[src/ooo_pkg.sv]
// ooo_pkg: data widths, register index width, zero register and the opcode enum
`default_nettype none

package ooo_pkg;

    localparam int data_width    = 32; // register value and pc
    localparam int reg_idx_width = 5;  // 32 architectural registers

    // never written, never renamed, always reads zero
    localparam logic [reg_idx_width-1:0] zero_reg = '0;

    // op_beq result is the target pc + imm, taken when src1 == src2
    typedef enum logic [2:0] {
        op_add,
        op_sub,
        op_and,
        op_or,
        op_xor,
        op_beq,
        op_halt  // stops retirement at the ROB head
    } alu_op_t;

endpackage

`default_nettype wire

[src/res_station.sv]
// res_station: operand wait, CDB snoop and oldest-ready issue
`timescale 1ns/1ps
`default_nettype none

module res_station import ooo_pkg::*; #(
    parameter int rs_depth  = 4,
    parameter int rob_depth = 8
) (
    input  wire logic                         clock,
    input  wire logic                         reset,
    input  wire logic                         squash,
    input  wire logic                         rs_write,
    input  wire alu_op_t                      rs_op,
    input  wire logic                         rs_ready1,
    input  wire logic                         rs_ready2,
    input  wire logic [data_width-1:0]        rs_value1,
    input  wire logic [data_width-1:0]        rs_value2,
    input  wire logic [$clog2(rob_depth)-1:0] rs_tag1,
    input  wire logic [$clog2(rob_depth)-1:0] rs_tag2,
    input  wire logic [data_width-1:0]        rs_imm,
    input  wire logic [data_width-1:0]        rs_pc,
    input  wire logic [$clog2(rob_depth)-1:0] rs_tag,
    input  wire logic                         cdb_valid,
    input  wire logic [$clog2(rob_depth)-1:0] cdb_tag,
    input  wire logic [data_width-1:0]        cdb_value,
    output logic                              rs_full,
    output logic                              issue_valid,
    output alu_op_t                           issue_op,
    output logic      [data_width-1:0]        issue_value1,
    output logic      [data_width-1:0]        issue_value2,
    output logic      [data_width-1:0]        issue_imm,
    output logic      [data_width-1:0]        issue_pc,
    output logic      [$clog2(rob_depth)-1:0] issue_tag
);

    localparam int tag_width = $clog2(rob_depth);
    localparam int idx_width = $clog2(rs_depth);
    localparam int age_width = $clog2(rs_depth) + 1;

    logic [rs_depth-1:0]   valid, ready1, ready2, hit1, hit2;
    alu_op_t               op     [rs_depth];
    logic [data_width-1:0] value1 [rs_depth];
    logic [data_width-1:0] value2 [rs_depth];
    logic [data_width-1:0] imm    [rs_depth];
    logic [data_width-1:0] pc     [rs_depth];
    logic [tag_width-1:0]  tag1   [rs_depth];
    logic [tag_width-1:0]  tag2   [rs_depth];
    logic [tag_width-1:0]  tag    [rs_depth];
    logic [age_width-1:0]  age    [rs_depth]; // 0 is oldest
    logic [idx_width-1:0]  issue_idx, free_idx;
    logic [age_width-1:0]  occupancy, best_age;

    assign rs_full = &valid;

    always_comb begin
        occupancy   = '0;
        free_idx    = '0;
        issue_valid = 1'b0;
        issue_idx   = '0;
        best_age    = '0;
        for (int i = 0; i < rs_depth; i++) begin
            hit1[i] = cdb_valid && cdb_tag == tag1[i];
            hit2[i] = cdb_valid && cdb_tag == tag2[i];
            if (valid[i]) occupancy = occupancy + 1'b1;
            else          free_idx  = idx_width'(i);
            if (valid[i] && (ready1[i] || hit1[i]) && (ready2[i] || hit2[i])
                && (!issue_valid || age[i] < best_age)) begin
                issue_valid = 1'b1;
                issue_idx   = idx_width'(i);
                best_age    = age[i];
            end
        end
    end

    // operands caught on the CDB this cycle bypass straight to the ALU
    assign issue_op     = op[issue_idx];
    assign issue_value1 = ready1[issue_idx] ? value1[issue_idx] : cdb_value;
    assign issue_value2 = ready2[issue_idx] ? value2[issue_idx] : cdb_value;
    assign issue_imm    = imm[issue_idx];
    assign issue_pc     = pc[issue_idx];
    assign issue_tag    = tag[issue_idx];

    always_ff @(posedge clock) begin
        if (reset || squash) begin
            valid <= '0;
        end else begin
            for (int i = 0; i < rs_depth; i++) begin
                if (valid[i]) begin
                    if (hit1[i] && !ready1[i]) begin
                        ready1[i] <= 1'b1;
                        value1[i] <= cdb_value;
                    end
                    if (hit2[i] && !ready2[i]) begin
                        ready2[i] <= 1'b1;
                        value2[i] <= cdb_value;
                    end
                    if (issue_valid && age[i] > best_age) age[i] <= age[i] - 1'b1;
                end
            end
            if (issue_valid) valid[issue_idx] <= 1'b0;
            if (rs_write) begin
                valid[free_idx]  <= 1'b1;
                op[free_idx]     <= rs_op;
                // producer may be on the CDB while we are written
                ready1[free_idx] <= rs_ready1 || (cdb_valid && cdb_tag == rs_tag1);
                ready2[free_idx] <= rs_ready2 || (cdb_valid && cdb_tag == rs_tag2);
                value1[free_idx] <= rs_ready1 ? rs_value1 : cdb_value;
                value2[free_idx] <= rs_ready2 ? rs_value2 : cdb_value;
                tag1[free_idx]   <= rs_tag1;
                tag2[free_idx]   <= rs_tag2;
                imm[free_idx]    <= rs_imm;
                pc[free_idx]     <= rs_pc;
                tag[free_idx]    <= rs_tag;
                age[free_idx]    <= issue_valid ? occupancy - 1'b1 : occupancy; // youngest
            end
        end
    end

endmodule

`default_nettype wire

[config.mk]
export PLATFORM = sky130hd
export DESIGN_NAME = res_station
export DESIGN_NICKNAME = d
export VERILOG_FILES = /design/src/ooo_pkg.sv /design/src/res_station.sv
export SDC_FILE = /design/constraint.sdc
export NUM_CORES = 1
export LEC_CHECK = 0
export BUFFER_PORTS_ARGS = -buffer_cell sky130_fd_sc_hd__buf_4
export CORE_MARGIN = 5
export CORE_UTILIZATION = 50
export CTS_BUF_LIST = sky130_fd_sc_hd__clkbuf_8
export DETAILED_ROUTE_END_ITERATION = 8
export PLACE_DENSITY = 0.78
export SLEW_MARGIN = 20
export SYNTH_ARGS = -nofsm -noshare
export SYNTH_HDL_FRONTEND = slang
export SYNTH_SLANG_ARGS = --single-unit
[constraint.sdc]
create_clock -name clock -period 18.75 [get_ports clock]
set_input_delay 4.6875 -clock clock [delete_from_list [all_inputs] [get_ports clock]]
set_output_delay 4.6875 -clock clock [all_outputs]
set_load 0.05 [all_outputs]
# After elaboration in Yosys (flattened, before gate mapping)
# Memory sizes are Yosys's and may differ from the RTL's.
# Cells that the tools add are included.
[totals]
reg_bits = 12
latchBits = 0
mem_bits_rw = 572
romBits = 0
input_bits = 182
out_inout_bits = 136
mem_count = 9
[classes]
add_sub_neg = 8
mul = 0
div = 0
magnitude_cmp = 11
n_eq_ne = 10
shift = 0
muxes = 113
n_bitwise = 3
reduce_logical = 61
[memory_table]
columns = ["memory", "words", "word_bits", "rd", "rd_ports_with_merged_regs", "wr", "line", "text"]
rows = [
  ["imm", 4, 32, 1, 0, 1, "res_station.sv:44", "logic [data_width-1:0] imm [rs_depth];"],
  ["pc", 4, 32, 1, 0, 1, "res_station.sv:45", "logic [data_width-1:0] pc [rs_depth];"],
  ["value1", 4, 32, 1, 0, 5, "res_station.sv:42", "logic [data_width-1:0] value1 [rs_depth];"],
  ["value2", 4, 32, 1, 0, 5, "res_station.sv:43", "logic [data_width-1:0] value2 [rs_depth];"],
  ["age", 4, 3, 4, 0, 5, "res_station.sv:49", "logic [age_width-1:0] age [rs_depth];"],
  ["op", 4, 3, 1, 0, 1, "res_station.sv:41", "alu_op_t op [rs_depth];"],
  ["+3 memories", "n/a", "n/a", "n/a", "n/a", "n/a", "n/a", ""],
]
[ops]
columns = ["cell", "count"]
rows = [
  ["2-to-1 mux 32 bit", 4],
  ["2-to-1 mux 1 bit", 86],
  ["logical AND 1 bit", 35],
  ["equality test 3 bit", 10],
  ["2-to-1 mux 3 bit", 7],
  ["2-to-1 mux 4 bit", 5],
  ["subtractor 3 x 1 -> 3 bit (second input constant)", 5],
  ["logical OR 1 bit", 14],
  ["> comparator 3 bit", 4],
  ["zero test 1 bit", 11],
  ["2-to-1 mux 2 bit", 5],
  ["less-than comparator 3 bit", 3],
  ["bitwise mux 4 bit", 2],
  ["adder 3 x 1 -> 3 bit (second input constant)", 2],
  ["less-than comparator 2 x 3 -> 1 bit (second input constant)", 2],
  ["AND 4 bit", 1],
  ["binary-select mux 1 bit (select 2 bit)", 2],
  ["demux 1 bit (select 2 bit)", 2],
  [">= comparator 2 x 1 -> 1 bit (second input constant)", 2],
  ["inverter 4 bit", 1],
  ["bitwise OR 4 bit", 1],
  ["AND reduction 4 bit", 1],
  ["adder 1 x 1 -> 2 bit (second input constant)", 1],
]

# Longest topological paths before layout
# Gate-level depths: netlist of run 1.
# An unclocked memory read counts as a cell.
[logic_depth]
ltp_word = 29
ltp_mapped = 36
ltp_nobuf = 28

# Worst setup path before layout of run 1
# No wires, ideal clock.
[synth_timing]
kind = "input to output"
from = "input cdb_tag[2]"
to = "output issue_pc[26]"
arrival_time_ns = 10.846
t_required_ns = 14.062
slack_ns = 3.217
path_stages = 30
n_path_buf = 10
path_cell_list = "buf_4 xnor2_1 and4_4 o221a_1 buf_6 nand2_1 ha_1 a21o_1 a21o_1 a21o_1 buf_4 buf_4 clkbuf_1 a31oi_1 ha_1 a21oi_1 a2bb2oi_1 nor3_2 a41oi_2 buf_2 buf_2 mux2_2 ha_1 o21a_1 o32a_1 o32ai_2 buf_4 buf_2 buf_2 o21ai_0"
[synth_between]
elab_chain_len = 19
[synth_lines]
columns = ["element", "line", "text"]
rows = [
  ["start: declaration", "res_station.sv:24", "input wire logic [$clog2(rob_depth)-1:0] cdb_tag,"],
  ["equality test 3 bit", "res_station.sv:62", "hit1[i] = cdb_valid && cdb_tag == tag1[i];"],
  ["logical AND 1 bit", "res_station.sv:62", ""],
  ["logical OR 1 bit", "res_station.sv:66", "if (valid[i] && (ready1[i] || hit1[i]) && (ready2[i] || hit2[i])"],
  ["logical AND 1 bit (2 in a row)", "res_station.sv:66", ""],
  ["2-to-1 mux 3 bit / 2-to-1 mux 1 bit (equally long branches)", "res_station.sv:66", ""],
  ["less-than comparator 3 bit / zero test 1 bit (equally long branches)", "res_station.sv:67", "&& (!issue_valid || age[i] < best_age)) begin"],
  ["logical OR 1 bit", "res_station.sv:67", ""],
  ["logical AND 1 bit", "res_station.sv:67", ""],
  ["[2 not listed]", "n/a", ""],
  ["logical OR 1 bit", "res_station.sv:67", ""],
  ["logical AND 1 bit", "res_station.sv:67", ""],
  ["2-to-1 mux 3 bit / 2-to-1 mux 1 bit (equally long branches)", "res_station.sv:66", ""],
  ["less-than comparator 3 bit / zero test 1 bit (equally long branches)", "res_station.sv:67", ""],
  ["logical OR 1 bit", "res_station.sv:67", ""],
  ["logical AND 1 bit", "res_station.sv:67", ""],
  ["2-to-1 mux 2 bit *", "res_station.sv:66", ""],
  ["memory read (4 x 32 bit) *", "n/a", ""],
  ["end: declaration", "res_station.sv:32", "output logic [data_width-1:0] issue_pc,"],
]
# Mark *: on every way between the ends. The rest lies on a longest branch, timed or not.

# Final worst setup path of run 1
[layout_timing]
from = "input cdb_tag[2]"
to = "output issue_value2[1]"
[layout_between]
elab_chain_len = 21
[layout_lines]
columns = ["element", "line", "text"]
rows = [
  ["equality test 3 bit", "res_station.sv:62", ""],
  ["logical AND 1 bit", "res_station.sv:62", ""],
  ["logical OR 1 bit", "res_station.sv:66", ""],
  ["logical AND 1 bit (2 in a row)", "res_station.sv:66", ""],
  ["2-to-1 mux 3 bit / 2-to-1 mux 1 bit (equally long branches)", "res_station.sv:66", ""],
  ["less-than comparator 3 bit / zero test 1 bit (equally long branches)", "res_station.sv:67", ""],
  ["logical OR 1 bit", "res_station.sv:67", ""],
  ["logical AND 1 bit", "res_station.sv:67", ""],
  ["[4 not listed]", "n/a", ""],
  ["2-to-1 mux 3 bit / 2-to-1 mux 1 bit (equally long branches)", "res_station.sv:66", ""],
  ["less-than comparator 3 bit / zero test 1 bit (equally long branches)", "res_station.sv:67", ""],
  ["logical OR 1 bit", "res_station.sv:67", ""],
  ["logical AND 1 bit", "res_station.sv:67", ""],
  ["2-to-1 mux 2 bit *", "res_station.sv:66", ""],
  ["binary-select mux 1 bit (select 2 bit)", "res_station.sv:78", "assign issue_value2 = ready2[issue_idx] ? value2[issue_idx] : cdb_value;"],
  ["2-to-1 mux 1 bit (not written as such)", "res_station.sv:78", ""],
  ["2-to-1 mux 32 bit *", "res_station.sv:78", ""],
  ["end: declaration", "res_station.sv:30", "output logic [data_width-1:0] issue_value2,"],
]
# Mark *: on every way between the ends. The rest lies on a longest branch, timed or not. The select of a mux whose other input is x is not followed.

==> results.md, run 1 <==
Setup path:
- The maximum net fanout on the critical path is 97.
- The most critical setup path has its endpoint at issue_value2[1].
- The worst reg-to-reg setup slack is 11.13 ns.
- The slowest cell on the critical path is sky130_fd_sc_hd__buf_4.
- Data arrives at the worst endpoint at 11.91 ns.
- The cell seen most often among critical-path stages is sky130_fd_sc_hd__buf_4.
- The number of buffers and inverters on the critical path is 6.
- The biggest cell delay along the critical path is 0.85 ns.
- The reg-to-reg critical path endpoint is age[0][2].
- The critical path in this run is classified as input pin to output port.
- The timing startpoint of the critical path is cdb_tag[2].
- The worst reg-to-reg path cell count is 22.
- Traced cell by cell, the critical path runs through buf_4 -> xnor2_1 -> and4_4 -> o221a_1 -> nand2_1 -> ha_1 -> a21o_1 -> a21o_1 -> a21o_4 -> buf_4 -> o21ai_4 -> a41oi_4 -> buf_4 -> buf_4 -> mux2i_4 -> buf_4 -> mux2_4 -> a221o_1 -> buf_4.
- The data required time at the worst endpoint is 14.06 ns.
- The kind of cell with the highest combined delay along the critical path is buffers and inverters.
- The endpoint class of the critical path is an output port.
- The worst flop-to-flop path startpoint is tag1[0][2].
- The cell depth of the worst setup path is 19.
- The kind of start point of the critical path is an input pin.

Yosys:
- By area, the combinational part of the netlist is dominated by multiplexers.
- After synthesis, flip-flops and latches occupy 64.97% of the total area.
- Ranked by total cell area, the synthesized netlist is headed by sky130_fd_sc_hd__edfxtp_1 65%, sky130_fd_sc_hd__mux2_2 11%, sky130_fd_sc_hd__nand2_1 3.5%.
- The portion of netlist area occupied by mux cells is 13.76%.
- Yosys printed 0 warnings.
- After Yosys synthesis, and, or, nand and nor cells account for between 6 and 7% of the synthesized area.
- After Yosys synthesis, XOR and XNOR cells account for 1.268% of the synthesized area.
- The cell area after synthesis is approximately 27,000 µm².
- The flip-flop and latch count after synthesis is 584.
- The share of synthesized area in the top cell type comes to between 60% and 70%.
- Counting flops with an async set or reset pin after synthesis yields a share of 0%.
- Synthesis handed over a netlist of between 1,500 and 2,000 instances.
- The synthesized net count is 2,159.
- The average cell area after synthesis is 13.80 µm².
- The share of the synthesized area in compound gates (AO/OA/AOI/OAI) is 9.013%.
- The number of distinct library cells after synthesis is 52.
- In this run, synthesis inferred 580 flip-flops with an integrated enable.
- Among all flip-flop cells after synthesis, the most frequent one is sky130_fd_sc_hd__edfxtp_1.
- The synthesized netlist devotes under 10% of its cell area to adder and majority cells.
- The biggest area contributor in the post-synthesis netlist is sky130_fd_sc_hd__edfxtp_1.

Route:
- After detailed routing, the average wire length per cell comes to 23.21 µm.
- The number of nets still failing antenna checks after routing is 0.
- The detailed-router iteration count before antenna repair is 5.
- After detailed routing, the number of vias per cell comes to 5.929.
- The final route contains 17,847 vias.
- The first routing iteration left 1,547 violations.
- The final layout contains routed wiring with a total length of 69.87 mm.
- In the routed design, unresolved DRC markers number 0.

Global route:
- The via count of the first global-routing pass is between 15,000 and 20,000.
- The global-route usage over all layers is 23.01%.
- The initial antenna violation count is 8.
- The pin count of the biggest net entering global routing is 139.
- The first global-routing pass estimated 106.1 mm of wire.
- The residual overflow from global routing is 0.

STA:
- Setup repair after global routing left no endpoint under its margin.
- The accumulated negative setup slack is 0 ns.
- The final-report hold violation count is 0.
- The period utilization is approximately nine tenths.
- The count of final max-slew check failures is 0.
- The highest clock rate is approximately 60 MHz.
- The slew of the pin with the lowest slew margin is 1.195 ns.
- For the finished layout, the period the worst path requires is 16.60 ns.
- The normalized max-slew margin is 18.27%.
- The count of endpoints failing setup in the final report is 0.
- The smallest hold slack is 0.6317 ns.
- Between clock sinks in the finished design, the worst skew comes to 0.04038 ns.

Final layout:
- The filler cells instantiated in the layout total 4,179.
- Leaving out filler cells and counting taps, the final layout contains 3,010.
- The ratio of cells with drive above 1 in the final layout is approximately a third.
- In the layout the commonest cells are 580 x sky130_fd_sc_hd__edfxtp_1, 347 x sky130_fd_sc_hd__buf_4, 258 x sky130_fd_sc_hd__mux2_2.
- The area overhead of the layout relative to synthesis is 17.19%.
- The final-stage net count is 2,441.
- Leaving out fill and tap cells, the most frequent cell in the layout is sky130_fd_sc_hd__edfxtp_1.

CTS:
- In this run the number of H-tree levels came out at 3.
- The later-pin clock latency in the skew report is 0.71 ns.
- Counting every sink on the clock net gives 584.
- The number of clock buffers inserted by TritonCTS is 95.
- After clock tree synthesis, the clock-pin slew on the worst setup and hold paths is 0.06 ns.
- No sink is reached through more buffers than the 3 on the longest clock path.
- TritonCTS built the clock tree.
- Gates resized during post-CTS repair numbered 0.
- The cell chosen for the clock root is sky130_fd_sc_hd__clkbuf_8.
- After clock tree synthesis, the setup repair step added 0 buffers.
- For this design, the CTS-stage hold fixing added 0 buffers.

Power and ir drop:
- The analysis attributes to cell leakage a power of 11.68 nW.
- The peak supply drop is approximately 70 µV.
- Power comes to roughly 2.7 mW.
- Dividing total power by cell area gives a power density of 85.12 nW/µm².

Flow run:
- Across the run, the number of max-cap violations was 0.

Die:
- The die covers 58,600 µm².
- The floorplan has 85 rows.
- The overall die width is 242.1 µm.
- The initial utilization of the core area, before any placement, comes to between 50% and 60%.
- The number of top-level design ports is 318.
- In this run the vertical extent of the chip is between 200 and 250 µm.
- After floorplanning, the core was sized to cover approximately 54,000 µm².

Placement:
- Port buffering added about 320 buffers.
- The placer's final routability congestion estimate is 0.8931.
- In this run, placement finished with an instance count of between 2,000 and 3,000.
- The half-perimeter wire length of the detailed placement result is ~43 mm.

Hold path:
- The tightest min-delay check is of the flop to flop type.

Outcome:
- The flow ran to the end, and the final reports show no timing, DRC or antenna violations.
## cells by family after synthesis
logic type / Yosys count
flip-flops: 584
adder cells (fa/ha/maj): 26
multiplexers: 337
buffers and inverters: 185
XOR/XNOR: 39
AND/OR/NAND/NOR: 437
AO/OA/AOI/OAI: 343
## worst reg2reg max path: stages, from the launching register on
cell	delay, ns
sky130_fd_sc_hd__edfxtp_1	0.40
sky130_fd_sc_hd__xnor2_1	0.18
sky130_fd_sc_hd__and4_4	0.25
sky130_fd_sc_hd__o221a_1	0.46
sky130_fd_sc_hd__nand2_1	0.11
sky130_fd_sc_hd__ha_1	0.29
sky130_fd_sc_hd__a21o_1	0.10
sky130_fd_sc_hd__a21o_1	0.20
sky130_fd_sc_hd__a21o_4	0.55
sky130_fd_sc_hd__buf_4	0.84
sky130_fd_sc_hd__o21ai_4	0.16
sky130_fd_sc_hd__a41oi_4	0.31
sky130_fd_sc_hd__mux2_2	0.38
sky130_fd_sc_hd__ha_1	0.29
sky130_fd_sc_hd__a2111o_1	0.49
sky130_fd_sc_hd__o32ai_4	0.36
sky130_fd_sc_hd__buf_12	0.37
sky130_fd_sc_hd__nor2_1	0.08
sky130_fd_sc_hd__a21oi_1	0.39
sky130_fd_sc_hd__ha_1	0.34
sky130_fd_sc_hd__a31oi_1	0.18
sky130_fd_sc_hd__o21ai_0	0.13
sky130_fd_sc_hd__o21ai_0	0.40
## how the worst min path moves through the flow
stage,start,cells past startpoint,endpoint
after global placement,age[1][0],1,age[1][0]
after global routing,age[2][0],1,age[2][0]
after detailed placement,age[1][0],1,age[1][0]
after floorplan,age[1][0],1,age[1][0]
final,age[1][0],1,age[1][0]
after CTS,age[1][0],1,age[1][0]
## sequential cells by signal, summed over array words and instances, names as in the netlist
| register | cells |
|---|---|
| imm | 128 |
| pc | 128 |
| value1 | 128 |
| value2 | 128 |
| age | 12 |
| op | 12 |
| tag1 | 12 |
| tag2 | 12 |
| tag | 12 |
| ready1 | 4 |
| ready2 | 4 |
| valid | 4 |
## Yosys cell counts (15+ instances only)
master                      count
sky130_fd_sc_hd__edfxtp_1     580
sky130_fd_sc_hd__mux2_2       258
sky130_fd_sc_hd__a221o_1       64
sky130_fd_sc_hd__xnor2_1       37
sky130_fd_sc_hd__nand3_1       74
sky130_fd_sc_hd__o21ai_0      164
sky130_fd_sc_hd__inv_1         16
sky130_fd_sc_hd__nand2_1      252
sky130_fd_sc_hd__clkbuf_1      59
sky130_fd_sc_hd__ha_1          26
sky130_fd_sc_hd__nor2_1        89
sky130_fd_sc_hd__a21oi_1       15
sky130_fd_sc_hd__buf_1         62
sky130_fd_sc_hd__mux2i_1       77
sky130_fd_sc_hd__a2111oi_0     64
sky130_fd_sc_hd__buf_2         32
## final cells by class
class	count	area, µm²	share of cell area, %
well taps	696	870.8	2.759
repair buffers	351	2668	8.452
flip-flops and latches	584	17500	55.44
diodes	8	20.02	0.06343
clock inverters	75	434.2	1.376
clock buffers	95	1308	4.143
inverters	19	73.82	0.2339
multi-input cells	1182	8691	27.54
## routing by layer
metal  GRT usage, %  vias up  part of all wire (%)
li1               -     8047                     -
met1          29.46     8938                    40
met2          38.18      732                    49
met3          5.902      126                   8.2
met4          8.593        4                   2.9
met5              0        -                 0.044
## metrics by stage
| step | worst slack (ns) | util (%) | instance area, µm² |
|---|---|---|---|
| global placement | 2.413 | 55.58 | 29790 |
| floorplan | 3.217 | - | 26930 |
| CTS | 2.256 | 58.83 | 31530 |
| global route | 1.817 | 58.86 | 31550 |
| finish | 2.149 | 58.88 | 31560 |
| detailed placement | 2.256 | 55.58 | 29790 |
## report_power, final
group	switching, mW	internal (mW)
Sequential	0.00541	1.45
Clock	0.517	0.509
Combinational	0.123	0.0804
Power figures use the tool's default switching activity.
==> inputs of run 2 (changes only) <==
--- a/config.mk
+++ b/config.mk
@@ -6,11 +6,13 @@
 export NUM_CORES = 1
 export LEC_CHECK = 0
 export BUFFER_PORTS_ARGS = -buffer_cell sky130_fd_sc_hd__buf_4
-export CORE_MARGIN = 5
-export CORE_UTILIZATION = 50
+export CELL_PAD_IN_SITES_DETAIL_PLACEMENT = 1
+export CELL_PAD_IN_SITES_GLOBAL_PLACEMENT = 2
+export CORE_UTILIZATION = 46
 export CTS_BUF_LIST = sky130_fd_sc_hd__clkbuf_8
 export DETAILED_ROUTE_END_ITERATION = 8
-export PLACE_DENSITY = 0.78
+export PLACE_DENSITY = 0.95
+export RECOVER_POWER = 50
 export SLEW_MARGIN = 20
 export SYNTH_ARGS = -nofsm -noshare
 export SYNTH_HDL_FRONTEND = slang
==> results.md, run 2 (synthesized netlist as in run 1, its figures left out) <==
CTS:
- The total clock sinks is 584 (unchanged).
- The tree is rooted in a sky130_fd_sc_hd__clkbuf_8.
- The clock edge transition at the registers on the reported setup and hold paths is 0.06 ns (about the same).
- TritonCTS built the clock tree.
- The number of clock buffers inserted by TritonCTS was 99 (+4.2%).
- The number of H-tree branching levels is 3 (unchanged).
- The post-cts sizing count is 0 (unchanged).
- The post-CTS repair timing setup buffer count is 0 (unchanged).
- The post-cts hold buffer count was 0 (unchanged).
- The largest buffer count on any clock path was 3 (unchanged).
- The later-pin clock latency in the skew report is 0.70 ns (about the same).

Final layout:
- The area overhead of the layout relative to synthesis is 16.22%.
- The final-stage net count is 2,428 (-0.53%).
- The top cell types in the final layout, fill and taps aside, are 580 x sky130_fd_sc_hd__edfxtp_1, 258 x sky130_fd_sc_hd__mux2_2, 247 x sky130_fd_sc_hd__buf_4.
- The ratio of cells with drive above 1 in the final layout is 28.68% (-3.6 points).
- The library cell used most frequently in the layout, excluding fill and tap cells, is sky130_fd_sc_hd__edfxtp_1.
- The post-route core utilization came to 54.15% (-4.7 points).

Route:
- The number of design-rule violations left by the first detailed-router iteration is 1,257 (-19%).
- The detailed-router iteration count before antenna repair is 5 (unchanged).
- The detail-routed via count per cell is 5.921 (-0.14%).
- The number of design rule violations left after detail routing is 0 (unchanged).
- The number of nets still failing antenna checks after routing came to 0 (unchanged).
- The mean routed wirelength per cell was 25.02 µm (+7.8%).
- The vias after detailed routing is 18,101 (+1.4%).
- The wire length reported by the detailed router is 76.50 mm (+9.5%).

Global route:
- The pin count of the biggest net entering global routing is 178 (+28%).
- The initial antenna violation count is 5 (-3).
- The met2 capacity usage during global routing is 43.65% (+5.5 points).
- The global-route track usage on met1 is 32.13% (+2.7 points).
- The global-route usage over all layers is 25.59% (+2.6 points).
- The residual overflow from global routing is 0 (unchanged).
- The routing layer with the top usage in global route is met2.
- The via count of the first global-routing pass is 19,296 (+4.9%).
- The met3 routing resource usage after global routing is 5.904% (about the same).
- The global-route wire length before repair is 115.7 mm (+9.0%).

Die:
- The floorplan row count was 88 (+3.5%).
- The height of the die is 244.0 µm (+0.78%).
- The overall die width is 244.0 µm (+0.78%).
- The floorplan die area came to 59,520 µm² (+1.6%).
- The number of top-level design ports is 318 (unchanged).
- The area of the core was 57,810 µm² (+7.8%).
- The starting density of the core is 46.59% (-3.7 points).

Power and ir drop:
- The net switching power came to 0.6643 mW (+2.8%).
- The total power is 2.751 mW (+2.4%).
- The switching part of the total power is 24.15% (+0.10 points).
- The internal power component came to 2.086 mW (+2.2%).
- The portion of total power attributed to the clock network is 39.7% (+1.5 points).
- The power density relative to cell area was 87.88 nW/µm² (+3.2%).
- The share of power burned in registers is 52.9% (-1.3 points).
- The peak supply drop is 68.38 µV (-2.2%).
- The leakage power of the design is 11.32 nW (-3.1%).
- The combinational group share of total power is 7.4% (-0.2 points).

Setup path:
- The startpoint-to-endpoint class of the critical path is input pin to output port.
- The arrival time reported for the critical path endpoint is 12.26 ns (+0.35 ns).
- The endpoint class of the critical path is an output port.
- The data required time at the worst endpoint came to 14.06 ns (about the same).
- The kind of start point of the critical path is an input pin.
- The maximum net fanout on the critical path was 163 (+68%).

STA:
- The normalized max-slew margin is -120.0% (-140 points).
- The count of final max-slew check failures was 365 (+365).
- The period utilization was 90.36% (+1.8 points).
- The count of endpoints failing setup in the final report is 0 (unchanged).
- Setup repair after global routing left no endpoint under its margin.
- The highest clock rate is 59.02 MHz (-2.0%).
- The slew of the pin with the lowest slew margin is 3.299 ns (+2.104 ns).
- The largest clock skew in the final design is 0.03416 ns (-0.006220 ns).
- The shortest clock period the worst path allows after layout is 16.94 ns (+0.3423 ns).
- The accumulated negative setup slack is 0 ns (unchanged).
- The final-report hold violation count is 0 (unchanged).

Placement:
- The count of port buffers added during placement is 317 (unchanged).
- The placer's final routability congestion estimate is 0.8329 (-6.7%).
- The half-perimeter wire length of the detailed placement result came to 45.51 mm (+5.3%).

Flow run:
- The count of max-cap constraint violations was 10 (+10).

Hold path:
- The worst hold path belongs to the class flop to flop.

Outcome:
- The run finished, with violations left.
- The checks that failed: max-capacitance violations, max-slew violations.
run 2: path summary, 6_finish.rpt:
check	startpoint	end	slack [ns]	cells past startpoint
max	cdb_tag[1]	issue_value1[25]	1.81	25
min	age[1][0]	age[1][0]	0.62	1
max reg2reg	tag2[0][1]	age[2][2]	10.55	26
min reg2reg	age[1][0]	age[1][0]	0.62	1
run 2: cell type report:
cell class	count	area, µm²
flip-flops and latches	584	17500
multi-input cells	1182	8723
well taps	765	957.2
fillers	5720	26510
diodes	1	2.502
clock inverters	73	462.9
inverters	19	73.82
clock buffers	99	1363
repair buffers	334	2221
run 2: routing by layer:
layer / wire (µm) / up-vias
met5: 54 / -
met2: 38120 / 659
li1: - / 8016
met4: 1833 / 8
met3: 5801 / 146
met1: 30680 / 9272
run 2: power groups by stage:
stage	clock (mW)	combinational [mW]	sequential, mW
floorplan	0	0.119	1.48
global placement	0	0.200	1.48
detailed placement	0	0.209	1.48
CTS	1.11	0.210	1.46
global route	1.17	0.214	1.46
finish	1.09	0.203	1.46
run 2: stage by stage:
stage,hold WS [ns],instance area [µm²],setup WS [ns],instances
finish,0.6231,31300,1.807,3057
global route,0.6535,31300,1.443,3056
CTS,0.6280,31650,2.246,3056
detailed placement,0.6080,29830,2.291,2884
global placement,0.5985,29800,2.505,2883
floorplan,0.5649,26930,3.217,1951
run 2: critical path, cell delays in order:
cell,delay (ns)
sky130_fd_sc_hd__clkbuf_1,0.52
sky130_fd_sc_hd__xnor2_1,0.19
sky130_fd_sc_hd__and4_4,0.25
sky130_fd_sc_hd__o221a_1,0.48
sky130_fd_sc_hd__nand2_1,0.13
sky130_fd_sc_hd__ha_1,0.29
sky130_fd_sc_hd__a21o_1,0.15
sky130_fd_sc_hd__a21o_1,0.23
sky130_fd_sc_hd__a21oi_4,0.75
sky130_fd_sc_hd__nand2_1,0.15
sky130_fd_sc_hd__o21a_1,0.17
sky130_fd_sc_hd__ha_1,0.31
sky130_fd_sc_hd__a21oi_1,0.14
sky130_fd_sc_hd__a2bb2oi_1,0.24
sky130_fd_sc_hd__nor3_2,0.09
sky130_fd_sc_hd__a41oi_4,0.28
sky130_fd_sc_hd__mux2_2,0.39
sky130_fd_sc_hd__ha_1,0.30
sky130_fd_sc_hd__o21a_1,0.12
sky130_fd_sc_hd__o32a_1,0.23
sky130_fd_sc_hd__o32ai_4,0.13
sky130_fd_sc_hd__buf_12,0.21
sky130_fd_sc_hd__a2111oi_0,1.18
sky130_fd_sc_hd__a221o_1,0.24
sky130_fd_sc_hd__buf_4,0.21
